`config.mk`:
```
export PLATFORM = sky130hd
export DESIGN_NAME = fetch
export DESIGN_NICKNAME = d
export VERILOG_FILES = /design/src/verilog/procIsaPkg.sv /design/src/verilog/procPipePkg.sv /design/src/verilog/fetch.sv
export SDC_FILE = /design/constraint.sdc
export NUM_CORES = 2
export LEC_CHECK = 0
export BUFFER_PORTS_ARGS = -buffer_cell sky130_fd_sc_hd__buf_2
export CAP_MARGIN = 30
export CORE_AREA = 4 4 802 406
export CTS_BUF_LIST = sky130_fd_sc_hd__clkbuf_4 sky130_fd_sc_hd__clkbuf_8
export CTS_CLUSTER_DIAMETER = 30
export DETAILED_ROUTE_END_ITERATION = 10
export DIE_AREA = 0 0 806 410
export PLACE_DENSITY_LB_ADDON = 0.05
export SLEW_MARGIN = 40
export SYNTH_ARGS = -nofsm -noshare
export SYNTH_HDL_FRONTEND = slang
export SYNTH_SLANG_ARGS = --single-unit
```
`constraint.sdc`:
```
create_clock -name clk -period 2.9 [get_ports clk]
set_clock_uncertainty 0.15 [all_clocks]
set_input_delay 0.58 -clock clk [delete_from_list [all_inputs] [get_ports clk]]
set_output_delay 0.58 -clock clk [all_outputs]
set_load 0.005 [all_outputs]
```
`src/verilog/procIsaPkg.sv`:
```
// Instruction set of the 16-bit four-stage pipeline: opcodes, field positions, sizes
// R-type: op[15:11] rs[10:8] rt[7:5] rd[4:2] fn[1:0]
// I-type: op[15:11] r[10:8] imm8[7:0], r is source, destination and store data
package procIsaPkg;

    localparam int dataWidth = 16;
    localparam int regAddrWidth = 3;
    localparam int numRegs = 2 ** regAddrWidth;
    localparam int imemDepth = 256;
    localparam int dmemDepth = 256;
    localparam int pcWidth = $clog2(imemDepth);        // Word address into imem
    localparam int dmemAddrWidth = $clog2(dmemDepth);

    localparam logic [regAddrWidth-1:0] linkReg = 3'd7; // JAL destination

    // Instruction field positions
    localparam int opMsb = 15;
    localparam int opLsb = 11;
    localparam int rsMsb = 10;
    localparam int rsLsb = 8;
    localparam int rtMsb = 7;
    localparam int rtLsb = 5;
    localparam int rdMsb = 4;
    localparam int rdLsb = 2;
    localparam int fnMsb = 1;
    localparam int fnLsb = 0;
    localparam int imm8Msb = 7;                        // Immediates start at bit 0
    localparam int imm11Msb = 10;

    typedef logic [dataWidth-1:0] wordT;
    typedef logic [regAddrWidth-1:0] regAddrT;
    typedef logic [pcWidth-1:0] pcT;

    typedef enum logic [4:0] {
        OP_NOP  = 5'b00000,   // Empty imem reads as NOP
        OP_HALT = 5'b00001,
        OP_J    = 5'b00100,
        OP_JAL  = 5'b00110,
        OP_ADDI = 5'b01000,
        OP_BEQZ = 5'b01100,
        OP_BNEZ = 5'b01101,
        OP_ST   = 5'b10000,
        OP_LD   = 5'b10001,
        OP_LBI  = 5'b11000,
        OP_ALU  = 5'b11011    // Register-register group
    } opcodeT;

    typedef enum logic [1:0] {
        FN_ADD = 2'b00,
        FN_SUB = 2'b01,       // rs - rt
        FN_AND = 2'b10,
        FN_XOR = 2'b11
    } functT;

endpackage

```
`src/verilog/procPipePkg.sv`:
```
// Pipeline types: decoded control word and the registers between the stages
// Shared by all stages and the top level
package procPipePkg;

    import procIsaPkg::*;

    typedef enum logic [2:0] {
        ALU_ADD,
        ALU_SUB,
        ALU_AND,
        ALU_XOR,
        ALU_PASSB             // LBI, passes the immediate
    } aluOpT;

    typedef enum logic [1:0] {
        WB_ALU,
        WB_MEM,
        WB_LINK               // pc+1 for JAL
    } wbSelT;

    typedef struct packed {
        aluOpT aluOp;
        logic  useImm;        // Operand B is the immediate
        wbSelT wbSel;
        logic  regWrite;
        logic  memRead;
        logic  memWrite;
        logic  branchZero;
        logic  branchNonZero;
        logic  jump;          // J and JAL
        logic  halt;
    } ctrlT;

    localparam ctrlT ctrlNop = '{
        aluOp: ALU_ADD,
        useImm: 1'b0,
        wbSel: WB_ALU,
        regWrite: 1'b0,
        memRead: 1'b0,
        memWrite: 1'b0,
        branchZero: 1'b0,
        branchNonZero: 1'b0,
        jump: 1'b0,
        halt: 1'b0
    };

    typedef struct packed {
        logic valid;
        wordT instr;
        pcT   pc;
    } ifIdT;

    typedef struct packed {
        logic    valid;
        ctrlT    ctrl;
        pcT      pc;
        wordT    rsVal;
        wordT    rtVal;
        wordT    imm;         // Already sign-extended
        regAddrT wrAddr;
    } idExT;

    typedef struct packed {
        logic    valid;
        ctrlT    ctrl;
        wordT    aluOut;      // Result or memory address
        wordT    storeData;
        pcT      linkPc;
        regAddrT wrAddr;
    } exMemT;

    typedef struct packed {
        logic    valid;
        regAddrT wrAddr;
        wordT    data;
    } wbT;

endpackage

```
`src/verilog/fetch.sv`:
```
// Fetch stage: PC, instruction memory with its load port, and the IF/ID register
// Program is written through imemWrite while reset is held
`timescale 1ns/100ps
`default_nettype none
module fetch
    import procIsaPkg::*, procPipePkg::*;
(
    input  logic clk,
    input  logic reset,
    input  logic imemWrite,         // Load strobe, only during reset
    input  pcT   imemAddr,
    input  wordT imemData,
    input  logic redirect,          // Taken branch or jump in execute
    input  pcT   redirectPc,
    input  logic haltSeen,          // HALT has left execute
    output ifIdT ifId
);

    wordT imem [imemDepth];
    pcT   pc;
    wordT instr;

    // Program load port
    always_ff @(posedge clk) begin
        if (reset && imemWrite) begin
            imem[imemAddr] <= imemData;
        end
    end

    assign instr = imem[pc];        // Asynchronous read

    always_ff @(posedge clk) begin
        if (reset) begin
            pc <= '0;
            ifId.valid <= 1'b0;
        end else begin
            ifId.instr <= instr;
            ifId.pc <= pc;
            if (redirect) begin
                pc <= redirectPc;   // Next cycle fetches the target
                ifId.valid <= 1'b0; // Drop the wrong-path word
            end else if (haltSeen) begin
                ifId.valid <= 1'b0; // Stopped, PC held
            end else begin
                pc <= pc + pcT'(1);
                ifId.valid <= 1'b1;
            end
        end
    end

endmodule
`default_nettype wire

```
==> impl_metrics.ini <==
[power_and_ir_drop]
p_leak_uw = 0.0621
p_per_area_mw_per_mm2 = 644
ir_drop_uv = 452

[clock_tree]
clk_latency_ns = 1.08
htreeDepth = 6
clock-sinks = 4129
cts.clk_slew.worst_paths_ns = 0.07
clock_path_buffers = 4
cts_root_buf = clkbuf_8
cts_tree = done
cts-buffers-inserted = 610

[critical_path]
cp_cell_sequence = buf_12 > buf_12 > buf_16 > buf_4 > buf_4 > buf_8 > mux4_2 > nand2_1 > a21oi_2 > o41ai_4 > buf_6 > o32ai_1
slowest_delay_ns = 0.55
endpoint_kind = register
path_class = reg2reg
critical_path.slowest_cell = mux4_2
crit_fanout = 7
arrival_ns = 4.13
reg2reg_slack_ns = -0.60
setup.worst_path.start_class = register
crit_required_ns = 3.54

[placement]
place_congestion = 0.933
port_buffers = 61
post-place-ws_ns = -1.02
placed_cells = 12393
dp_hpwl_um = 364000

[finish]
drive_above_1_share = 0.408
nets = 8976
synthToLayoutAreaGrowth_pct = 22.0
fin_cells = 13648

[floorplan]
die_area_mm2 = 0.330
ios = 62
start_util = 0.498
die_w_um = 806
rows = 147
die_height_um = 410
core_area_mm2 = 0.319

[synthesis]
synth_seq_cells = 4129
synthAdderAreaFrac = 0.0000788
synth_cell_types = 80
synthCells = 7167
synth_top_family_by_area = multiplexers
syn-num-nets = 7205
synth-main-ff-cell = edfxtp_1
synth_area_mm2 = 0.159
synthMuxAreaShare = 0.154
yosys.area_share.simple = 0.0163
synth-compound-area-share = 0.0328
synth_xor_area_frac = 0.000276
syn_area_per_cell_um2 = 22.2
yosysSeqAreaShare = 0.780
synth_edf_count = 4120
synth_async_sr_flop_share = 0
yosys_warnings = 0

[job]
max_cap_violations = 0

[global_routing]
met3_usage = 0.119
grt_max_degree = 93
overflow = 0
use_met1 = 0.517
gr-usage-met2 = 0.426
grt_pass1_wl_um = 731000
top_usage_layer = met1
track_usage = 0.326
grt_pass1_vias = 84221
grt_antenna_before_repair = 38

[route]
vias_per_cell = 6.50
drt_iter0_markers = 14895
postRouteAntennaNets = 0
vias = 88777
dr.pass1.iters = 6
wl_per_cell_um = 39.9
routed_wirelength_um = 544000
drc = 0

[timing]
final_hold_viol_count = 0
fin_crit_ns = 3.50
slew-limit-headroom = 0.363
fin_ws_ns = -0.596
finalMaxSlewViolations = 0
final-setup-viol-count = 16
fmax_ghz = 0.286
rsz0062_at_grt = yes
min_period_over_period = 1.21
tightestPinTransition_ns = 0.955

[min_path]
holdCritPathClass = in2reg

[run_status]
violations = setup timing
outcome = complete, but fails checks
==> cell type report <==
type / instances / area (um^2)
Sequential cell: 4129 / 124000
Inverter: 10 / 50.0
Tap cell: 4246 / 5310
Multi-Input combinational cell: 2598 / 34100
Clock buffer: 808 / 9980
Clock inverter: 253 / 1930
Timing Repair Buffer: 1589 / 18300
Fill cell: 22719 / 125000
Antenna cell: 15 / 37.5
==> cell usage after synthesis, types with 16 or more instances <==
master	n	area, um^2
nand4_1	21	131
nor3_1	21	105
a22oi_1	132	991
nand2_1	108	405
edfxtp_1	4120	124000
mux2_2	22	248
clkbuf_1	179	672
nor2b_1	16	100
a221oi_1	105	920
nand3_1	63	315
buf_2	118	591
a22o_1	17	149
a211oi_1	40	300
mux4_2	924	20800
nor2_1	312	1170
buf_4	37	278
a21oi_1	138	691
o221ai_1	49	429
buf_6	75	845
o21ai_0	73	365
mux2i_1	332	3320
o22ai_1	39	244
==> flip-flops by register name, indices dropped and copies added, names as in the netlist <==
| signal | count |
|---|---|
| ifId | 25 |
| imem | 4096 |
| pc | 8 |
==> logic make-up (layout without fill, tap and decap cells) <==
logic type                 after synthesis  count (layout)
and+or+nand+nor                        591             591
DFF                                   4129            4129
adders and majority gates                1               1
xor gates and xnor gates                 5               5
buffers and inverters                  440            2660
AOI/OAI and AO/OA                      723             723
other                                    0              15
muxes                                 1278            1278
==> timing repair <==
action                                  in CTS  in global routing
hold buffers                                30                  0
pin swaps                                   21                 50
cloned                                       8                  5
setup buffers                               37                108
gates resized for setup                    119                251
endpoints found under the hold margin     1023                  0
endpoints found under the setup margin      16                 17
==> placed cells by master, fill, tap and decap left out, types with 46 or more instances in the layout <==
| cell | instances |
|---|---|
| a21oi_1 | 119 |
| a221oi_1 | 77 |
| a22oi_1 | 118 |
| buf_12 | 424 |
| buf_4 | 974 |
| buf_6 | 46 |
| clkbuf_4 | 182 |
| clkbuf_8 | 626 |
| clkinv_1 | 115 |
| clkinv_2 | 66 |
| edfxtp_1 | 4120 |
| mux2i_1 | 315 |
| mux4_2 | 924 |
| nand2_1 | 106 |
| nand3_1 | 47 |
| nor2_1 | 151 |
| nor2_2 | 156 |
| o21ai_0 | 46 |
==> worst paths after layout <==
check | from | endpoint | cells past startpoint
min | imemAddr[1] | imem[159][13]$_DFFE_PP_ | 4
min reg2reg | pc[7]$_SDFFE_PP0P_ | ifId[7]$_DFFE_PN_ | 0
max reg2reg | pc[0]$_SDFFE_PP0P_ | ifId[23]$_DFFE_PN_ | 12
max | pc[0]$_SDFFE_PP0P_ | ifId[23]$_DFFE_PN_ | 12
==> stage by stage <==
step	total power [uW]	hold WS [ns]	instance area [um^2]	TNS (ns)	util
after floorplan	71000	0.253	159000	-0.860	-
after global placement	76900	0.458	178000	-15.98	0.558
after detailed placement	77000	0.458	178000	-12.27	0.558
after CTS	124000	0.0134	191000	-9.27	0.600
after global routing	128000	0.0654	194000	-8.99	0.607
final	125000	0.110	194000	-8.57	0.607
==> worst max-delay path: cells and delay by family (launching register included) <==
| family | cells | cell delay [ns] |
|---|---|---|
| and+or+nand+nor | 1 | 0.11 |
| muxes | 1 | 0.55 |
| AOI/OAI and AO/OA | 3 | 0.75 |
| DFF | 1 | 0.40 |
| buffers and inverters | 7 | 1.22 |
==> layer usage <==
metal | wire (um) | vias to the layer above
met1 | 228000 | 47432
met2 | 219000 | 6391
li1 | - | 34165
met3 | 81500 | 777
met5 | 78 | -
met4 | 14800 | 12
==> report_power, final <==
group	internal, uW	switching [uW]
Clock	24800	23000
Combinational	4450	6550
Sequential	65700	123
Note: power is estimated with default switching activity, not from simulation.
