File: config.mk
export PLATFORM = sky130hd
export DESIGN_NAME = execute
export DESIGN_NICKNAME = d
export VERILOG_FILES = /design/src/verilog/procIsaPkg.sv /design/src/verilog/procPipePkg.sv /design/src/verilog/execute.sv
export SDC_FILE = /design/constraint.sdc
export NUM_CORES = 1
export LEC_CHECK = 0
export BUFFER_PORTS_ARGS = -buffer_cell sky130_fd_sc_hd__buf_2
export CAP_MARGIN = 20
export CORE_MARGIN = 2
export CORE_UTILIZATION = 55
export CTS_BUF_LIST = sky130_fd_sc_hd__clkbuf_16
export DETAILED_ROUTE_END_ITERATION = 12
export PLACE_DENSITY = 0.84
export SETUP_SLACK_MARGIN = 0.1
export SLEW_MARGIN = 40
export SYNTH_ARGS = -nofsm -noshare
export SYNTH_HDL_FRONTEND = slang
export SYNTH_SLANG_ARGS = --single-unit
File: constraint.sdc
create_clock -name clk -period 9.9 [get_ports clk]
set_clock_uncertainty 0.1 [all_clocks]
set_input_delay 0 -clock clk [delete_from_list [all_inputs] [get_ports clk]]
set_output_delay 0 -clock clk [all_outputs]
set_load 0.1 [all_outputs]
File: src/verilog/procIsaPkg.sv
// Instruction set of the 16-bit four-stage pipeline: opcodes, field positions, sizes
// R-type: op[15:11] rs[10:8] rt[7:5] rd[4:2] fn[1:0]
// I-type: op[15:11] r[10:8] imm8[7:0], r is source, destination and store data
package procIsaPkg;

    localparam int dataWidth = 16;
    localparam int regAddrWidth = 3;
    localparam int numRegs = 2 ** regAddrWidth;
    localparam int imemDepth = 256;
    localparam int dmemDepth = 256;
    localparam int pcWidth = $clog2(imemDepth);        // Word address into imem
    localparam int dmemAddrWidth = $clog2(dmemDepth);

    localparam logic [regAddrWidth-1:0] linkReg = 3'd7; // JAL destination

    // Instruction field positions
    localparam int opMsb = 15;
    localparam int opLsb = 11;
    localparam int rsMsb = 10;
    localparam int rsLsb = 8;
    localparam int rtMsb = 7;
    localparam int rtLsb = 5;
    localparam int rdMsb = 4;
    localparam int rdLsb = 2;
    localparam int fnMsb = 1;
    localparam int fnLsb = 0;
    localparam int imm8Msb = 7;                        // Immediates start at bit 0
    localparam int imm11Msb = 10;

    typedef logic [dataWidth-1:0] wordT;
    typedef logic [regAddrWidth-1:0] regAddrT;
    typedef logic [pcWidth-1:0] pcT;

    typedef enum logic [4:0] {
        OP_NOP  = 5'b00000,   // Empty imem reads as NOP
        OP_HALT = 5'b00001,
        OP_J    = 5'b00100,
        OP_JAL  = 5'b00110,
        OP_ADDI = 5'b01000,
        OP_BEQZ = 5'b01100,
        OP_BNEZ = 5'b01101,
        OP_ST   = 5'b10000,
        OP_LD   = 5'b10001,
        OP_LBI  = 5'b11000,
        OP_ALU  = 5'b11011    // Register-register group
    } opcodeT;

    typedef enum logic [1:0] {
        FN_ADD = 2'b00,
        FN_SUB = 2'b01,       // rs - rt
        FN_AND = 2'b10,
        FN_XOR = 2'b11
    } functT;

endpackage

File: src/verilog/procPipePkg.sv
// Pipeline types: decoded control word and the registers between the stages
// Shared by all stages and the top level
package procPipePkg;

    import procIsaPkg::*;

    typedef enum logic [2:0] {
        ALU_ADD,
        ALU_SUB,
        ALU_AND,
        ALU_XOR,
        ALU_PASSB             // LBI, passes the immediate
    } aluOpT;

    typedef enum logic [1:0] {
        WB_ALU,
        WB_MEM,
        WB_LINK               // pc+1 for JAL
    } wbSelT;

    typedef struct packed {
        aluOpT aluOp;
        logic  useImm;        // Operand B is the immediate
        wbSelT wbSel;
        logic  regWrite;
        logic  memRead;
        logic  memWrite;
        logic  branchZero;
        logic  branchNonZero;
        logic  jump;          // J and JAL
        logic  halt;
    } ctrlT;

    localparam ctrlT ctrlNop = '{
        aluOp: ALU_ADD,
        useImm: 1'b0,
        wbSel: WB_ALU,
        regWrite: 1'b0,
        memRead: 1'b0,
        memWrite: 1'b0,
        branchZero: 1'b0,
        branchNonZero: 1'b0,
        jump: 1'b0,
        halt: 1'b0
    };

    typedef struct packed {
        logic valid;
        wordT instr;
        pcT   pc;
    } ifIdT;

    typedef struct packed {
        logic    valid;
        ctrlT    ctrl;
        pcT      pc;
        wordT    rsVal;
        wordT    rtVal;
        wordT    imm;         // Already sign-extended
        regAddrT wrAddr;
    } idExT;

    typedef struct packed {
        logic    valid;
        ctrlT    ctrl;
        wordT    aluOut;      // Result or memory address
        wordT    storeData;
        pcT      linkPc;
        regAddrT wrAddr;
    } exMemT;

    typedef struct packed {
        logic    valid;
        regAddrT wrAddr;
        wordT    data;
    } wbT;

endpackage

File: src/verilog/execute.sv
// Execute stage: ALU, branch and jump resolution, and the EX/MEM register
// Taken control flow raises redirect for one cycle and flushes fetch and decode
`timescale 1ns/100ps
`default_nettype none
module execute
    import procIsaPkg::*, procPipePkg::*;
(
    input  logic  clk,
    input  logic  reset,
    input  idExT  idEx,
    output logic  redirect,
    output pcT    redirectPc,
    output logic  haltSeen,         // Level, stays up until reset
    output exMemT exMem
);

    wordT opB;
    wordT aluOut;
    pcT   linkPc;
    logic rsZero;
    logic taken;

    assign opB = idEx.ctrl.useImm ? idEx.imm : idEx.rtVal;

    always_comb begin
        case (idEx.ctrl.aluOp)
            ALU_ADD: aluOut = idEx.rsVal + opB;    // Also LD/ST address
            ALU_SUB: aluOut = idEx.rsVal - opB;
            ALU_AND: aluOut = idEx.rsVal & opB;
            ALU_XOR: aluOut = idEx.rsVal ^ opB;
            default: aluOut = opB;                 // PASSB for LBI
        endcase
    end

    // Branch test on rs only
    assign rsZero = (idEx.rsVal == '0);
    assign taken = idEx.ctrl.jump
                 | (idEx.ctrl.branchZero & rsZero)
                 | (idEx.ctrl.branchNonZero & ~rsZero);

    assign linkPc = idEx.pc + pcT'(1);
    assign redirectPc = linkPc + idEx.imm[pcWidth-1:0];   // pc+1+imm, wraps in imem
    assign redirect = idEx.valid && taken;

    always_ff @(posedge clk) begin
        if (reset) begin
            haltSeen <= 1'b0;
            exMem.valid <= 1'b0;
        end else begin
            haltSeen <= haltSeen | (idEx.valid && idEx.ctrl.halt);
            exMem <= '{valid: idEx.valid, ctrl: idEx.ctrl, aluOut: aluOut,
                       storeData: idEx.rtVal, linkPc: linkPc, wrAddr: idEx.wrAddr};
        end
    end

endmodule
`default_nettype wire

==> results.json <==
{
  "wl_met3_microns": 1293,
  "drt_iter0_drc": 444,
  "min_path_type": "primary input to flop",
  "clock_latency_ps": 320,
  "fillers": 431,
  "ys_seq_area_frac": 0.4246,
  "dr.max_layer_used": "met4",
  "place_inst": 606,
  "fmax_mhz": 232.7,
  "grt_overflow": 0,
  "synth_top_area_cell": "edfxtp_1",
  "grt_max_degree": 38,
  "cts-htree-levels": 3,
  "cts_buffers": 9,
  "synth_cell_types": 57,
  "synth_edf_count": 56,
  "outcome": "completed",
  "remaining_drc_errors": 0,
  "cts.repair.resized": 0,
  "netlist_area_sq_mm": 0.004055,
  "ir_drop_mv": 0.1036,
  "vias": 3990,
  "synth_nets": 492,
  "met2_length_microns": 6817,
  "yosysTopAreaCellShare": 0.4147,
  "antenna_found_initial": 0,
  "cts_root_buf": "clkbuf_16",
  "place_congestion": 0.9890,
  "cts_setup_buffers": 0,
  "cp-start-kind": "primary input",
  "diodes": 0,
  "slew_violations": 0,
  "netlist_top_cells_area": "edfxtp_1, ha_1, mux2i_1",
  "gr-usage-all-layers": 0.3439,
  "io_pins": 142,
  "arrival_ps": 4270,
  "area_growth_pct": 37.06,
  "worstMarginPinSlew_ps": 614.2,
  "slew_headroom": 0.5906,
  "dieArea_sq_mm": 0.008076,
  "final_hold_viol_count": 0,
  "maxCapViolations": 0,
  "required_ps": 9870,
  "period_needed_ps": 4297,
  "drive_gt1_frac": 0.3002,
  "dr.pass1.iters": 5,
  "synthArstFlopShare": 0,
  "initial_utilization": 0.5621,
  "min_period_over_period": 0.4341,
  "routed_via_density": 6.027,
  "die_x_microns": 89.87,
  "instances_no_fill": 662,
  "drt-total-wl_microns": 13830,
  "setup_ws_ps": 5603,
  "cellPowerDensity_mw_per_mm2": 197.9,
  "first_global_vias": 3937,
  "dpl.hpwl_microns": 8216,
  "total_power_w": 0.001100,
  "final_core_util": 0.7704,
  "nets": 675,
  "syn_inst": 375,
  "clkSinkCount": 58,
  "syn_avg_cell_area_sq_um": 10.81,
  "endpoint_kind": "flop",
  "wl_per_cell_microns": 20.89,
  "core_sq_mm": 0.007214,
  "pre_cts_ws_ps": 5599,
  "clk_pin_slew_ps": 60,
  "ant_nets": 0,
  "grt_pass1_wl_microns": 21720,
  "final-seq-area_sq_mm": 0.001722,
  "synth_ff_type": "edfxtp_1",
  "critPathMaxFanout": 6,
  "rsz0062_at_grt": "no",
  "clockBufferDepth": 2,
  "met1_length_microns": 5173,
  "yosysWarnings": 0,
  "path_class": "primary input to flop",
  "die_h_microns": 89.87,
  "multi_input_area_sq_mm": 0.002191,
  "p_leak_nw": 2.532,
  "finalSetupViolations": 0,
  "rows": 31,
  "cts_tree": "yes",
  "port_buffers": 141,
  "synth-seq-cells": 58,
  "finalSetupTns_ps": 0
}
-- where the power goes --
group          internal [W]  leakage, nW  switching, W
Clock              0.000217        0.154      0.000109
Combinational      0.000110         1.81      0.000358
Sequential         0.000297        0.565    0.00000746
-- worst max-delay path, stage by stage --
cell and delay (ps):
dlygate4sd3_1 540, buf_2 150, mux2i_1 270, ha_1 270
o211ai_1 160, or2_2 340, or2b_1 280, o21ai_0 260
xnor2_1 160, ha_1 310, a21oi_1 300, o21ai_0 140
a21oi_1 180, nor2b_1 60, a311o_1 340, or3_1 330
and3_1 170
-- cells in the mapped netlist, types with 4 or more instances --
master / count
inv_1: 25
nor3_1: 6
nand2b_1: 6
ha_1: 40
edfxtp_1: 56
xnor2_1: 26
nand4_1: 4
xor2_1: 9
clkbuf_1: 7
nand2_1: 20
a21oi_1: 31
nor2_1: 23
mux2i_1: 29
a21o_1: 4
o21ai_0: 12
a211oi_1: 5
or3_1: 5
nand3_1: 5
nor4_1: 5
-- state kept, by name, indices dropped and copies added, names as in the netlist --
signal / cells
haltSeen: 1
exMem: 57
-- cell families (layout without fill, tap and decap cells) --
kind of cell	after synthesis	in the layout	synth area share
DFF	58	58	0.4246
buffers and inverters	36	224	0.03518
adders and majority gates	42	42	0.1333
muxes	35	35	0.09040
and+or+nand+nor	86	86	0.1052
xor gates and xnor gates	35	35	0.07560
AOI/OAI and AO/OA	83	83	0.1358
-- area by class of cell --
type                            instances  area share
Multi-Input combinational cell        281      0.3942
Sequential cell                        58      0.3098
Timing Repair Buffer                  182      0.2004
Clock buffer                            9     0.04052
Tap cell                               99     0.02229
Inverter                               26     0.01756
Clock inverter                          7     0.01531
-- layer usage --
| layer | GRT usage | vias to the layer above |
|---|---|---|
| li1 | - | 1772 |
| met1 | 0.4032 | 1856 |
| met2 | 0.6080 | 290 |
| met3 | 0.09220 | 72 |
| met4 | 0.1231 | 0 |
| met5 | 0 | - |
-- metrics by stage --
stage | instance area [sq um] | hold WS [ps]
after floorplan | 4055 | -28.39
after global placement | 4847 | 75.98
after detailed placement | 4847 | 78.79
after CTS | 5558 | 61.30
after global routing | 5558 | 108.5
final | 5558 | 74.59
-- cell usage in the layout, fill, tap and decap left out, drive strengths merged, types with 3 or more instances in the layout --
cell type	n
or3	5
a21o	4
clkinv	3
o211ai	3
clkbuf	9
buf	142
dlygate4sd3	40
o221ai	3
a211oi	5
inv	27
nor4	5
o21ai	12
a21oi	31
nand3	5
nor2	23
xor2	9
edfxtp	56
o21bai	3
mux2i	31
mux2	4
nand2	20
ha	40
o31ai	4
nand4	4
nand2b	6
xnor2	26
nor3	6
-- worst paths after layout --
check                        endpoint  slack, ps                start  cells after the start
hold reg to reg   haltSeen$_SDFF_PP0_        430  haltSeen$_SDFF_PP0_                      2
setup / recovery  exMem[42]$_DFFE_PN_       5600             idEx[19]                     17
hold / removal    exMem[37]$_DFFE_PN_         70             idEx[13]                      4
setup reg to reg  haltSeen$_SDFF_PP0_       9160  haltSeen$_SDFF_PP0_                      2
-- repair_timing --
action,in CTS,in global routing
setup endpoints to repair,0,0
endpoints found under the hold margin,39,0
hold buffers,40,0
Note: power is estimated with default switching activity, not from simulation.
