`config.mk`:
```
export PLATFORM = sky130hd
export DESIGN_NAME = memoryStage
export DESIGN_NICKNAME = d
export VERILOG_FILES = /design/src/verilog/procIsaPkg.sv /design/src/verilog/procPipePkg.sv /design/src/verilog/memoryStage.sv
export SDC_FILE = /design/constraint.sdc
export NUM_CORES = 2
export LEC_CHECK = 0
export ABC_CLOCK_PERIOD_IN_PS = 8800
export BUFFER_PORTS_ARGS = -buffer_cell sky130_fd_sc_hd__buf_4
export CELL_PAD_IN_SITES_DETAIL_PLACEMENT = 1
export CELL_PAD_IN_SITES_GLOBAL_PLACEMENT = 2
export CORE_ASPECT_RATIO = 1.4
export CORE_UTILIZATION = 54
export DETAILED_ROUTE_END_ITERATION = 7
export PLACE_DENSITY_LB_ADDON = 0.05
export SYNTH_ARGS = -nofsm -noshare
export SYNTH_HDL_FRONTEND = slang
export SYNTH_SLANG_ARGS = --single-unit
```
`constraint.sdc`:
```
create_clock -name clk -period 8.8 [get_ports clk]
set_clock_uncertainty 0.2 [all_clocks]
set_input_delay 0.44 -clock clk [delete_from_list [all_inputs] [get_ports clk]]
set_output_delay 0.44 -clock clk [all_outputs]
set_load 0.03 [all_outputs]
```
`src/verilog/procIsaPkg.sv`:
```
// Instruction set of the 16-bit four-stage pipeline: opcodes, field positions, sizes
// R-type: op[15:11] rs[10:8] rt[7:5] rd[4:2] fn[1:0]
// I-type: op[15:11] r[10:8] imm8[7:0], r is source, destination and store data
package procIsaPkg;

    localparam int dataWidth = 16;
    localparam int regAddrWidth = 3;
    localparam int numRegs = 2 ** regAddrWidth;
    localparam int imemDepth = 256;
    localparam int dmemDepth = 256;
    localparam int pcWidth = $clog2(imemDepth);        // Word address into imem
    localparam int dmemAddrWidth = $clog2(dmemDepth);

    localparam logic [regAddrWidth-1:0] linkReg = 3'd7; // JAL destination

    // Instruction field positions
    localparam int opMsb = 15;
    localparam int opLsb = 11;
    localparam int rsMsb = 10;
    localparam int rsLsb = 8;
    localparam int rtMsb = 7;
    localparam int rtLsb = 5;
    localparam int rdMsb = 4;
    localparam int rdLsb = 2;
    localparam int fnMsb = 1;
    localparam int fnLsb = 0;
    localparam int imm8Msb = 7;                        // Immediates start at bit 0
    localparam int imm11Msb = 10;

    typedef logic [dataWidth-1:0] wordT;
    typedef logic [regAddrWidth-1:0] regAddrT;
    typedef logic [pcWidth-1:0] pcT;

    typedef enum logic [4:0] {
        OP_NOP  = 5'b00000,   // Empty imem reads as NOP
        OP_HALT = 5'b00001,
        OP_J    = 5'b00100,
        OP_JAL  = 5'b00110,
        OP_ADDI = 5'b01000,
        OP_BEQZ = 5'b01100,
        OP_BNEZ = 5'b01101,
        OP_ST   = 5'b10000,
        OP_LD   = 5'b10001,
        OP_LBI  = 5'b11000,
        OP_ALU  = 5'b11011    // Register-register group
    } opcodeT;

    typedef enum logic [1:0] {
        FN_ADD = 2'b00,
        FN_SUB = 2'b01,       // rs - rt
        FN_AND = 2'b10,
        FN_XOR = 2'b11
    } functT;

endpackage

```
`src/verilog/procPipePkg.sv`:
```
// Pipeline types: decoded control word and the registers between the stages
// Shared by all stages and the top level
package procPipePkg;

    import procIsaPkg::*;

    typedef enum logic [2:0] {
        ALU_ADD,
        ALU_SUB,
        ALU_AND,
        ALU_XOR,
        ALU_PASSB             // LBI, passes the immediate
    } aluOpT;

    typedef enum logic [1:0] {
        WB_ALU,
        WB_MEM,
        WB_LINK               // pc+1 for JAL
    } wbSelT;

    typedef struct packed {
        aluOpT aluOp;
        logic  useImm;        // Operand B is the immediate
        wbSelT wbSel;
        logic  regWrite;
        logic  memRead;
        logic  memWrite;
        logic  branchZero;
        logic  branchNonZero;
        logic  jump;          // J and JAL
        logic  halt;
    } ctrlT;

    localparam ctrlT ctrlNop = '{
        aluOp: ALU_ADD,
        useImm: 1'b0,
        wbSel: WB_ALU,
        regWrite: 1'b0,
        memRead: 1'b0,
        memWrite: 1'b0,
        branchZero: 1'b0,
        branchNonZero: 1'b0,
        jump: 1'b0,
        halt: 1'b0
    };

    typedef struct packed {
        logic valid;
        wordT instr;
        pcT   pc;
    } ifIdT;

    typedef struct packed {
        logic    valid;
        ctrlT    ctrl;
        pcT      pc;
        wordT    rsVal;
        wordT    rtVal;
        wordT    imm;         // Already sign-extended
        regAddrT wrAddr;
    } idExT;

    typedef struct packed {
        logic    valid;
        ctrlT    ctrl;
        wordT    aluOut;      // Result or memory address
        wordT    storeData;
        pcT      linkPc;
        regAddrT wrAddr;
    } exMemT;

    typedef struct packed {
        logic    valid;
        regAddrT wrAddr;
        wordT    data;
    } wbT;

endpackage

```
`src/verilog/memoryStage.sv`:
```
// Memory and writeback stage: data memory, writeback select, commit to regFile
// Also raises halted once a HALT has gone through
`timescale 1ns/100ps
`default_nettype none
module memoryStage
    import procIsaPkg::*, procPipePkg::*;
(
    input  logic  clk,
    input  logic  reset,
    input  exMemT exMem,
    output wbT    wb,
    output logic  halted
);

    wordT dmem [dmemDepth];
    logic [dmemAddrWidth-1:0] memAddr;
    wordT readData;
    wordT wbData;

    assign memAddr = exMem.aluOut[dmemAddrWidth-1:0];

    always_ff @(posedge clk) begin
        if (exMem.valid && exMem.ctrl.memWrite) begin
            dmem[memAddr] <= exMem.storeData;
        end
    end

    assign readData = exMem.ctrl.memRead ? dmem[memAddr] : '0;   // Asynchronous read

    always_comb begin
        case (exMem.ctrl.wbSel)
            WB_MEM:  wbData = readData;
            WB_LINK: wbData = wordT'(exMem.linkPc);   // Zero-extended return address
            default: wbData = exMem.aluOut;
        endcase
    end

    assign wb = '{valid: exMem.valid && exMem.ctrl.regWrite, wrAddr: exMem.wrAddr, data: wbData};

    always_ff @(posedge clk) begin
        if (reset) begin
            halted <= 1'b0;
        end else if (exMem.valid && exMem.ctrl.halt) begin
            halted <= 1'b1;
        end
    end

endmodule
`default_nettype wire

```
==> flow_results.org <==
** Setup path
- Maximum fanout encountered on the critical timing path :: 80
- STA classifies the critical path startpoint as an input port.
- Most common cell on crit path :: sky130_fd_sc_hd__buf_4
- Counting both buffers and inverters, the worst setup path holds a total of 3.
- Largest stage delay on the critical path :: 1060 ps
- Type of element capturing the critical path :: primary output
- Walking the worst path, the cells encountered are buf_16, buf_4, mux4_2, mux2i_1, o21ai_0, nand2_1, a221oi_1, nor4_1, a211oi_1, buf_4.
- Critical path's slowest cell :: sky130_fd_sc_hd__a211oi_1
- Cell class contributing the biggest share of worst-path delay :: compound AO/OA/AOI/OAI gates
- Worst EP arrival :: 5610 ps
- STA puts the critical path data required time at 8160 ps.
- The critical path is of the input port to primary output type.

** STA
- The clock period could shrink to 6250 ps.
- Total count of max-transition violations in the final report :: 0
- Rel. slew slack :: approximately 3.3%
- Setup violations remaining at the end of the flow were counted as 0.
- Setup Total Neg Slack :: 0 ps
- Highest Clock Rate :: 0.160 GHz
- Setup repair after global routing left no endpoint under its margin.
- The count of endpoints failing hold in the final timing report was 0.
- Worst Max-Slew Pin Slew :: ~1500 ps
- The final critical path takes up a little under three quarters of the cycle.

** Floorplan
- FP Rows :: around 230
- Once the floorplan was initialized, standard cells occupied 54.4% of the core.
- Die width :: 460 um
- Area of the core :: 0.291 mm^2
- The floorplan step defined a die boundary enclosing 0.295 mm^2.
- During I/O placement, the number of pins put on the boundary was 80.
- Die span in y :: 643 um

** Synthesis
- Primary FF master, synth :: sky130_fd_sc_hd__edfxtp_1
- Portion of the post-synthesis area used by sequential elements :: ~80%
- The number of different library cells used by synthesis comes to slightly above 70.
- The synthesized design contains 4096 enable-type register cells.
- Sorting the synthesized cells by area gives the leading types as sky130_fd_sc_hd__edfxtp_1 78%, sky130_fd_sc_hd__mux4_2 15%, sky130_fd_sc_hd__mux2i_1 1.8%.
- Of all cell types, the one taking the most synthesized area is sky130_fd_sc_hd__edfxtp_1.
- Proportion of register bits with asynchronous set or reset after synthesis :: 0%
- Most used standard cell by instance count after synthesis :: sky130_fd_sc_hd__edfxtp_1
- The commonest cells after synthesis are 4096 x sky130_fd_sc_hd__edfxtp_1, 1033 x sky130_fd_sc_hd__mux4_2, 300 x sky130_fd_sc_hd__nor2_1, 284 x sky130_fd_sc_hd__mux2i_1, 143 x sky130_fd_sc_hd__nand2_1.
- Post-Syn Nets :: 7061
- The cell count after synthesis came out at 7000.
- Synth top area share :: 77.7%
- Post-Syn Area per Cell :: between 20 and 25 um^2
- During synthesis, Yosys emitted a total of 0 warnings.
- Cell Area, Synth :: 0.158 mm^2
- Number of synthesized register bits :: 4097

** Job
- Total of max-cap violations :: 0

** Run status
- Result of the run :: complete, no violations

** Power and ir drop
- Internal power comes to 31700 uW.
- Sequential cells account for 53.1% of the total power.
- Clk network pwr share :: 41.6%
- Sum of internal, switching and leakage power :: between 40000 and 50000 uW
- Static leakage power :: 0.0556 uW
- VDD sags by at most 0.220 mV.
- Combinational share of power :: 5.4%
- In this run switching power makes up between 20 and 25% of total power.
- Switching component of the power :: 8810 uW
- In this run the power density over the cells is 228 mW/mm^2.

** Clock network
- Setup repair bufs after CTS :: 0
- After clock tree synthesis, the clock-pin slew on the worst setup and hold paths is 70 ps.
- Post-cts hold buffer count :: 15
- Post-CTS repair changed the size of 0 cells.
- The number of clock buffers added by TritonCTS is between 300 and 400.
- Bufs on Longest Clock Path :: 4
- The H-tree was split into 5 levels.
- TritonCTS built the clock tree.
- Clock network latency to the later pin of the worst-skew pair :: 900 ps
- The cell sitting at the root of the clock tree is a sky130_fd_sc_hd__clkbuf_16.
- Total number of clock tree sinks :: 4097

** Drt
- First-pass DRT Iterations :: 5
- The final route contains 78900 vias.
- Violation count after the first detailed-route iteration :: 11500
- DRC errors left :: 0
- The detail route stage leaves a number of antenna-violating nets equal to 0.
- Final Routed Wirelength :: 482000 um
- Dividing the detail-routed via count by the number of cells gives 6.78.
- Post-detailed-route wirelength per cell :: 41.4 um

** Global route
- Via count of the first global-routing pass :: around 80000
- Remaining global-route overflow :: 0
- The initial antenna violation count is 29.
- The first global-routing pass estimated about 660000 um of wire.
- Global-route usage over all layers :: approximately a third
- Entering global routing, the biggest net connects 163 pins.

** Final layout
- Final Net Count :: 7492
- Cells with a size suffix above 1 make up 29.3% of the layout.
- Synth-to-layout area growth :: 12.3%

** Placement
- After legalization and detailed placement, the total HPWL measured 295000 um.
- Routability-driven placement finished with a final weighted congestion of 0.890.
- The count of buffers added on input and output ports is 66.

** Worst hold path
- The min-delay analysis places its worst path in the category input port to flip-flop.
==> power by group through the flow <==
stage,registers [uW],clock network [uW],logic [uW]
detailed placement,21900,0,2160
CTS,21500,17000,2170
floorplan,21900,0,1060
global placement,21900,0,2110
finish,21500,16800,2180
global route,21500,17600,2230
==> kinds of logic after synthesis <==
family	count (synthesis)	synth area share (%)
flops	4097	77.7
mux	1348	16.7
buf+inv	431	1.61
fa+ha+maj	2	0.0158
compound gates	476	2.15
simple gates	646	1.84
==> final timing paths <==
| kind | startpoint | to | slack, ps | depth (start not counted) |
|---|---|---|---|---|
| max reg2reg | halted$_SDFFE_PP0P_ | halted$_SDFFE_PP0P_ | 7470 | 3 |
| max | exMem[28] | wb[5] | 2550 | 10 |
| min | exMem[14] | dmem[107][3]$_DFFE_PP_ | 10 | 1 |
| min reg2reg | halted$_SDFFE_PP0P_ | halted$_SDFFE_PP0P_ | 840 | 3 |
==> per-stage QoR <==
stage          setup slack, ps  util, %  hold slack [ps]  cell area (um^2)  std cells
2_1_floorplan             5200        -              312            158000       7000
3_3_place_gp              2840     56.8              264            165000      10900
3_5_place_dp              2840     56.8              302            165000      10900
4_1_cts                   2830     61.1             7.94            178000      11600
5_1_grt                   2630     61.1             30.1            178000      11600
6_report                  2550     61.1             14.5            178000      11600
==> state kept, by name, indices dropped and copies added (netlist names) <==
signal  flops
halted      1
dmem     4096
==> final cells by class <==
cell class                      count  area, um^2
Clock inverter                    231        2400
Clock buffer                      463       10000
Inverter                           10        50.0
Timing Repair Buffer              466        4010
Sequential cell                  4097      123000
Antenna cell                       13        32.5
Fill cell                       23400      113000
Tap cell                         3894        4870
Multi-Input combinational cell   2472       33400
==> layer usage <==
metal / global-route usage [%] / up-vias / part of all wire (%)
met4: 13.0 / 4 / 4.6
met1: 45.5 / 43400 / 38
met2: 52.3 / 4158 / 49
li1: - / 30600 / -
met3: 5.91 / 773 / 9.1
met5: 0 / - / 0.0044
==> placed cells by master, fill, tap and decap left out, drive strengths merged, types with 44 or more instances in the layout <==
cell	Yosys	routed
a21oi	72	72
a22oi	102	102
buf	306	435
bufinv	0	48
clkbuf	115	479
clkinv	0	163
edfxtp	4096	4096
mux2i	284	284
mux4	1033	1033
nand2	143	143
nand3	44	44
nor2	300	300
o21ai	49	49
o22ai	65	65
No activity file was read; power rests on OpenSTA's default activity.
