## config.mk

```make
export PLATFORM = sky130hd
export DESIGN_NAME = decode
export DESIGN_NICKNAME = d
export VERILOG_FILES = /design/src/verilog/procIsaPkg.sv /design/src/verilog/procPipePkg.sv /design/src/verilog/decode.sv
export SDC_FILE = /design/constraint.sdc
export NUM_CORES = 1
export LEC_CHECK = 0
export BUFFER_PORTS_ARGS = -buffer_cell sky130_fd_sc_hd__buf_2
export CAP_MARGIN = 10
export CORE_ASPECT_RATIO = 0.75
export CORE_MARGIN = 4
export CORE_UTILIZATION = 40
export CTS_CLUSTER_DIAMETER = 50
export DETAILED_ROUTE_END_ITERATION = 12
export GPL_TIMING_DRIVEN = 1
export PLACE_DENSITY = 0.79
export SETUP_SLACK_MARGIN = 0.1
export SYNTH_ARGS = -nofsm -noshare
export SYNTH_HDL_FRONTEND = slang
export SYNTH_SLANG_ARGS = --single-unit
```

## constraint.sdc

```tcl
create_clock -name clk -period 3.85 [get_ports clk]
set_input_delay 0.385 -clock clk [delete_from_list [all_inputs] [get_ports clk]]
set_output_delay 0.385 -clock clk [all_outputs]
set_load 0.01 [all_outputs]
```

## src/verilog/procIsaPkg.sv

```systemverilog
// Instruction set of the 16-bit four-stage pipeline: opcodes, field positions, sizes
// R-type: op[15:11] rs[10:8] rt[7:5] rd[4:2] fn[1:0]
// I-type: op[15:11] r[10:8] imm8[7:0], r is source, destination and store data
package procIsaPkg;

    localparam int dataWidth = 16;
    localparam int regAddrWidth = 3;
    localparam int numRegs = 2 ** regAddrWidth;
    localparam int imemDepth = 256;
    localparam int dmemDepth = 256;
    localparam int pcWidth = $clog2(imemDepth);        // Word address into imem
    localparam int dmemAddrWidth = $clog2(dmemDepth);

    localparam logic [regAddrWidth-1:0] linkReg = 3'd7; // JAL destination

    // Instruction field positions
    localparam int opMsb = 15;
    localparam int opLsb = 11;
    localparam int rsMsb = 10;
    localparam int rsLsb = 8;
    localparam int rtMsb = 7;
    localparam int rtLsb = 5;
    localparam int rdMsb = 4;
    localparam int rdLsb = 2;
    localparam int fnMsb = 1;
    localparam int fnLsb = 0;
    localparam int imm8Msb = 7;                        // Immediates start at bit 0
    localparam int imm11Msb = 10;

    typedef logic [dataWidth-1:0] wordT;
    typedef logic [regAddrWidth-1:0] regAddrT;
    typedef logic [pcWidth-1:0] pcT;

    typedef enum logic [4:0] {
        OP_NOP  = 5'b00000,   // Empty imem reads as NOP
        OP_HALT = 5'b00001,
        OP_J    = 5'b00100,
        OP_JAL  = 5'b00110,
        OP_ADDI = 5'b01000,
        OP_BEQZ = 5'b01100,
        OP_BNEZ = 5'b01101,
        OP_ST   = 5'b10000,
        OP_LD   = 5'b10001,
        OP_LBI  = 5'b11000,
        OP_ALU  = 5'b11011    // Register-register group
    } opcodeT;

    typedef enum logic [1:0] {
        FN_ADD = 2'b00,
        FN_SUB = 2'b01,       // rs - rt
        FN_AND = 2'b10,
        FN_XOR = 2'b11
    } functT;

endpackage

```

## src/verilog/procPipePkg.sv

```systemverilog
// Pipeline types: decoded control word and the registers between the stages
// Shared by all stages and the top level
package procPipePkg;

    import procIsaPkg::*;

    typedef enum logic [2:0] {
        ALU_ADD,
        ALU_SUB,
        ALU_AND,
        ALU_XOR,
        ALU_PASSB             // LBI, passes the immediate
    } aluOpT;

    typedef enum logic [1:0] {
        WB_ALU,
        WB_MEM,
        WB_LINK               // pc+1 for JAL
    } wbSelT;

    typedef struct packed {
        aluOpT aluOp;
        logic  useImm;        // Operand B is the immediate
        wbSelT wbSel;
        logic  regWrite;
        logic  memRead;
        logic  memWrite;
        logic  branchZero;
        logic  branchNonZero;
        logic  jump;          // J and JAL
        logic  halt;
    } ctrlT;

    localparam ctrlT ctrlNop = '{
        aluOp: ALU_ADD,
        useImm: 1'b0,
        wbSel: WB_ALU,
        regWrite: 1'b0,
        memRead: 1'b0,
        memWrite: 1'b0,
        branchZero: 1'b0,
        branchNonZero: 1'b0,
        jump: 1'b0,
        halt: 1'b0
    };

    typedef struct packed {
        logic valid;
        wordT instr;
        pcT   pc;
    } ifIdT;

    typedef struct packed {
        logic    valid;
        ctrlT    ctrl;
        pcT      pc;
        wordT    rsVal;
        wordT    rtVal;
        wordT    imm;         // Already sign-extended
        regAddrT wrAddr;
    } idExT;

    typedef struct packed {
        logic    valid;
        ctrlT    ctrl;
        wordT    aluOut;      // Result or memory address
        wordT    storeData;
        pcT      linkPc;
        regAddrT wrAddr;
    } exMemT;

    typedef struct packed {
        logic    valid;
        regAddrT wrAddr;
        wordT    data;
    } wbT;

endpackage

```

## src/verilog/decode.sv

```systemverilog
// Decode stage: control decoder, immediate extension, register addressing
// Issues into the ID/EX register and flags illegal opcodes on the sticky err output
`timescale 1ns/100ps
`default_nettype none
module decode
    import procIsaPkg::*, procPipePkg::*;
(
    input  logic    clk,
    input  logic    reset,
    input  ifIdT    ifId,
    input  logic    redirect,       // Flush the word in decode
    output regAddrT rsAddr,
    output regAddrT rtAddr,
    input  wordT    rsVal,          // From regFile, same cycle
    input  wordT    rtVal,
    output idExT    idEx,
    output logic    err
);

    opcodeT  opcode;
    functT   funct;
    ctrlT    ctrl;
    wordT    imm8Ext;
    wordT    imm11Ext;
    wordT    imm;
    regAddrT wrAddr;
    logic    rType;
    logic    illegal;
    logic    stopped;               // HALT already issued
    logic    issue;

    assign opcode = opcodeT'(ifId.instr[opMsb:opLsb]);
    assign funct = functT'(ifId.instr[fnMsb:fnLsb]);
    assign imm8Ext = {{(dataWidth-imm8Msb-1){ifId.instr[imm8Msb]}}, ifId.instr[imm8Msb:0]};
    assign imm11Ext = {{(dataWidth-imm11Msb-1){ifId.instr[imm11Msb]}}, ifId.instr[imm11Msb:0]};

    always_comb begin
        ctrl = ctrlNop;
        imm = imm8Ext;
        wrAddr = ifId.instr[rsMsb:rsLsb];   // I-type writes its own register
        rType = 1'b0;
        illegal = 1'b0;
        case (opcode)
            OP_NOP:  ctrl = ctrlNop;
            OP_HALT: ctrl.halt = 1'b1;
            OP_ADDI: begin
                ctrl.useImm = 1'b1;
                ctrl.regWrite = 1'b1;
            end
            OP_LBI: begin
                ctrl.aluOp = ALU_PASSB;
                ctrl.useImm = 1'b1;
                ctrl.regWrite = 1'b1;
            end
            OP_ALU: begin
                rType = 1'b1;
                ctrl.regWrite = 1'b1;
                wrAddr = ifId.instr[rdMsb:rdLsb];
                case (funct)
                    FN_ADD: ctrl.aluOp = ALU_ADD;
                    FN_SUB: ctrl.aluOp = ALU_SUB;
                    FN_AND: ctrl.aluOp = ALU_AND;
                    FN_XOR: ctrl.aluOp = ALU_XOR;
                endcase
            end
            OP_LD: begin
                ctrl.useImm = 1'b1;         // Address is rs + imm
                ctrl.memRead = 1'b1;
                ctrl.wbSel = WB_MEM;
                ctrl.regWrite = 1'b1;
            end
            OP_ST: begin
                ctrl.useImm = 1'b1;
                ctrl.memWrite = 1'b1;
            end
            OP_BEQZ: ctrl.branchZero = 1'b1;
            OP_BNEZ: ctrl.branchNonZero = 1'b1;
            OP_J: begin
                ctrl.jump = 1'b1;
                imm = imm11Ext;
            end
            OP_JAL: begin
                ctrl.jump = 1'b1;
                ctrl.wbSel = WB_LINK;
                ctrl.regWrite = 1'b1;
                imm = imm11Ext;
                wrAddr = linkReg;
            end
            default: illegal = 1'b1;        // Goes down the pipe as a NOP
        endcase
    end

    assign rsAddr = ifId.instr[rsMsb:rsLsb];
    assign rtAddr = rType ? ifId.instr[rtMsb:rtLsb] : ifId.instr[rsMsb:rsLsb]; // ST data reg
    assign issue = ifId.valid && !redirect && !stopped;

    always_ff @(posedge clk) begin
        if (reset) begin
            idEx.valid <= 1'b0;
            stopped <= 1'b0;
            err <= 1'b0;
        end else begin
            idEx <= '{valid: issue, ctrl: ctrl, pc: ifId.pc, rsVal: rsVal, rtVal: rtVal,
                      imm: imm, wrAddr: wrAddr};
            stopped <= stopped | (issue && ctrl.halt);  // Nothing younger than HALT issues
            err <= err | (issue && illegal);            // Sticky until reset
        end
    end

endmodule
`default_nettype wire

```

==> impl_metrics.toml <==
[floorplanning]
initial_utilization_pct = 42.5
core_um2 = 5980
dieArea_um2 = 7710
num_rows = 24
ios = 140
die_w_um = 100
die_h_um = 77.0

[synthesis]
synth_edf_count = 67
ys_types = 29
synth_top_cells_by_count = "edfxtp_1 (67), buf_4 (10), nand2_1 (9)"
avgSynthCellArea_um2 = 18.7
synth_area_um2 = 2540
syn_nets = 196
ys_seq_area_share_pct = 81.5
netlist.area_leader.share_pct = 79.1
ys_top_cells_by_area = "edfxtp_1 (79%), buf_4 (3.0%), dfxtp_1 (2.4%)"
yosysTopAreaCell = "edfxtp_1"
syn_inst = 136
yosysWarnings = 0
synth_flop_cell = "edfxtp_1"
async_reset_ff_share_pct = 0
ys_ff_latch = 70
yosysMostFrequentCell = "edfxtp_1"

[power_and_ir_drop]
power_mw = 1.84
cellLeakagePower_nw = 1.55
peakVddDrop_v = 0.000324
powerDensity_nw_per_um2 = 524

[sta]
setup-violations-final = 0
worst_slew_pin_slew_ns = 0.930
fin_skew_ns = 0.00215
fmax_ghz = 0.532
fin_setup_tns_ns = 0
min_period_ns = 1.88
hold_viol = 0
final_max_slew_viol_count = 0
min_period_over_period_pct = 48.8
slew_headroom_pct = 37.9
rsz0062_at_grt = "false"

[worst_setup_path]
r2r_cells = 2
r2r-start = "stopped$_SDFF_PP0_"
critPathKind = "in2out"
r2r_end = "err$_SDFF_PP0_"
startpoint_type = "primary input"
cp-endpoint = "rtAddr[2]"
cp_data_arrival_time_ns = 1.49
required_ns = 3.46
cp-end-kind = "output pin"
crit_start = "ifId[21]"
ff2ff_setup_slack_ns = 2.71
critPathMaxFanout = 9

[drt]
detail_route.first_pass.iterations = 5
via_per_inst = 4.62
drt_wl_total_um = 5640
drtAntennaViolNets = 0
drtIter0Drc = 47
drc = 0
routed-via-count = 1651
wl_per_cell_um = 15.8

[global_route]
grt_start_max_net_pins = 48
grt-busiest-layer = "met2"
grt_pass1_vias = 1632
overflow = 0
use_met3_pct = 8.98
use_met2_pct = 23.4
grt_antenna_before_repair = 0
grt_use_met1_pct = 15.8
grt_use_total_pct = 14.4
grt_pass1_wl_um = 8200

[layout]
drive_gt1_share_pct = 58.4
num_antenna_cells = 0
fillers = 504
layout.nets = 335
area_growth_pct = 38.0
seqCellArea_um2 = 2070
multi_input_area_um2 = 372

[clock_tree]
cts_buffers = 9
cts_hold_buffers = 0
postCtsSetupBuffers = 0
cts_resized = 0
clkLatencyLatePin_ns = 0.33
clockBufferDepth = 2
htreeDepth = 3
clk_pin_slew_worst_paths_ns = 0.07
cts_tree = "yes"
cts.sinks = 70
cts-root-buf = "clkbuf_8"

[worst_hold_path]
min_from = "rtVal[9]"
hold_class = "in2reg"

[placement]
hpwlAfterDp_um = 4280
place_congestion = 0.698
port_buffers = 139

[flow_run]
maxCapViolations = 0

[status]
status = "completed"
-- cell usage in the layout (no fill, tap or decap), drive strengths merged, types with 2 or more instances in the layout --
master,synthesis,layout
a211o,3,3
and3,5,5
buf,12,140
bufinv,0,4
clkbuf,0,9
dfxtp,3,3
edfxtp,67,67
inv,2,3
mux2,3,3
nand2,10,10
nand2b,5,5
nor2,5,5
nor3,4,4
o21a,2,2
or3,2,2
-- how the worst min path moves through the flow --
stage,to,slack (ns),cells after the start
after floorplan,stopped$_SDFF_PP0_,0.43,1
after global placement,err$_SDFF_PP0_,0.43,2
after detailed placement,err$_SDFF_PP0_,0.45,2
after CTS,idEx[38]$_DFFE_PN_,0.20,1
after global routing,idEx[20]$_DFFE_PN_,0.19,1
final,idEx[28]$_DFFE_PN_,0.22,1
-- where the power goes --
part	switching, mW	internal [mW]
Sequential	0.0143	0.897
Clock	0.261	0.493
Combinational	0.0990	0.0753
-- routing by layer --
metal	wire, µm	share of wire, %
met1	2120	38
met2	2720	48
met3	783	14
met4	19	0.34
met5	0	0
-- per-stage QoR --
| stage | setup slack [ns] | instances | utilization, % | hold slack, ns | cell area (µm²) |
|---|---|---|---|---|---|
| after global placement | 1.90 | 342 | 54.4 | 0.433 | 3250 |
| final | 1.97 | 357 | 58.7 | 0.220 | 3510 |
| after global routing | 1.92 | 357 | 58.7 | 0.185 | 3510 |
| after detailed placement | 1.86 | 342 | 54.4 | 0.452 | 3250 |
| after CTS | 1.98 | 357 | 58.7 | 0.199 | 3510 |
| after floorplan | 1.72 | 136 | - | 0.434 | 2540 |
-- critical path: stages --
cell and delay (ns):
buf_2 0.14, and4b_4 0.40, nand2_4 0.11, mux2_4 0.32, buf_2 0.14
-- state kept, by name, indices dropped and copies added, names as in the netlist --
| name | cells |
|---|---|
| stopped | 1 |
| err | 1 |
| idEx | 68 |
-- logic make-up after synthesis --
family	share of synthesized area, %
buf+inv	3.89
mux	1.77
simple gates	9.40
xor+xnor	0.345
flops	81.5
compound gates	3.10
-- layout make-up --
| cell class | count | share of cell area, % |
|---|---|---|
| Inverter | 2 | 0.214 |
| Timing Repair Buffer | 140 | 20.0 |
| Sequential cell | 70 | 59.0 |
| Clock inverter | 6 | 3.81 |
| Multi-Input combinational cell | 52 | 10.6 |
| Clock buffer | 9 | 3.53 |
| Tap cell | 78 | 2.78 |
Note: power is estimated with default switching activity, not from simulation.
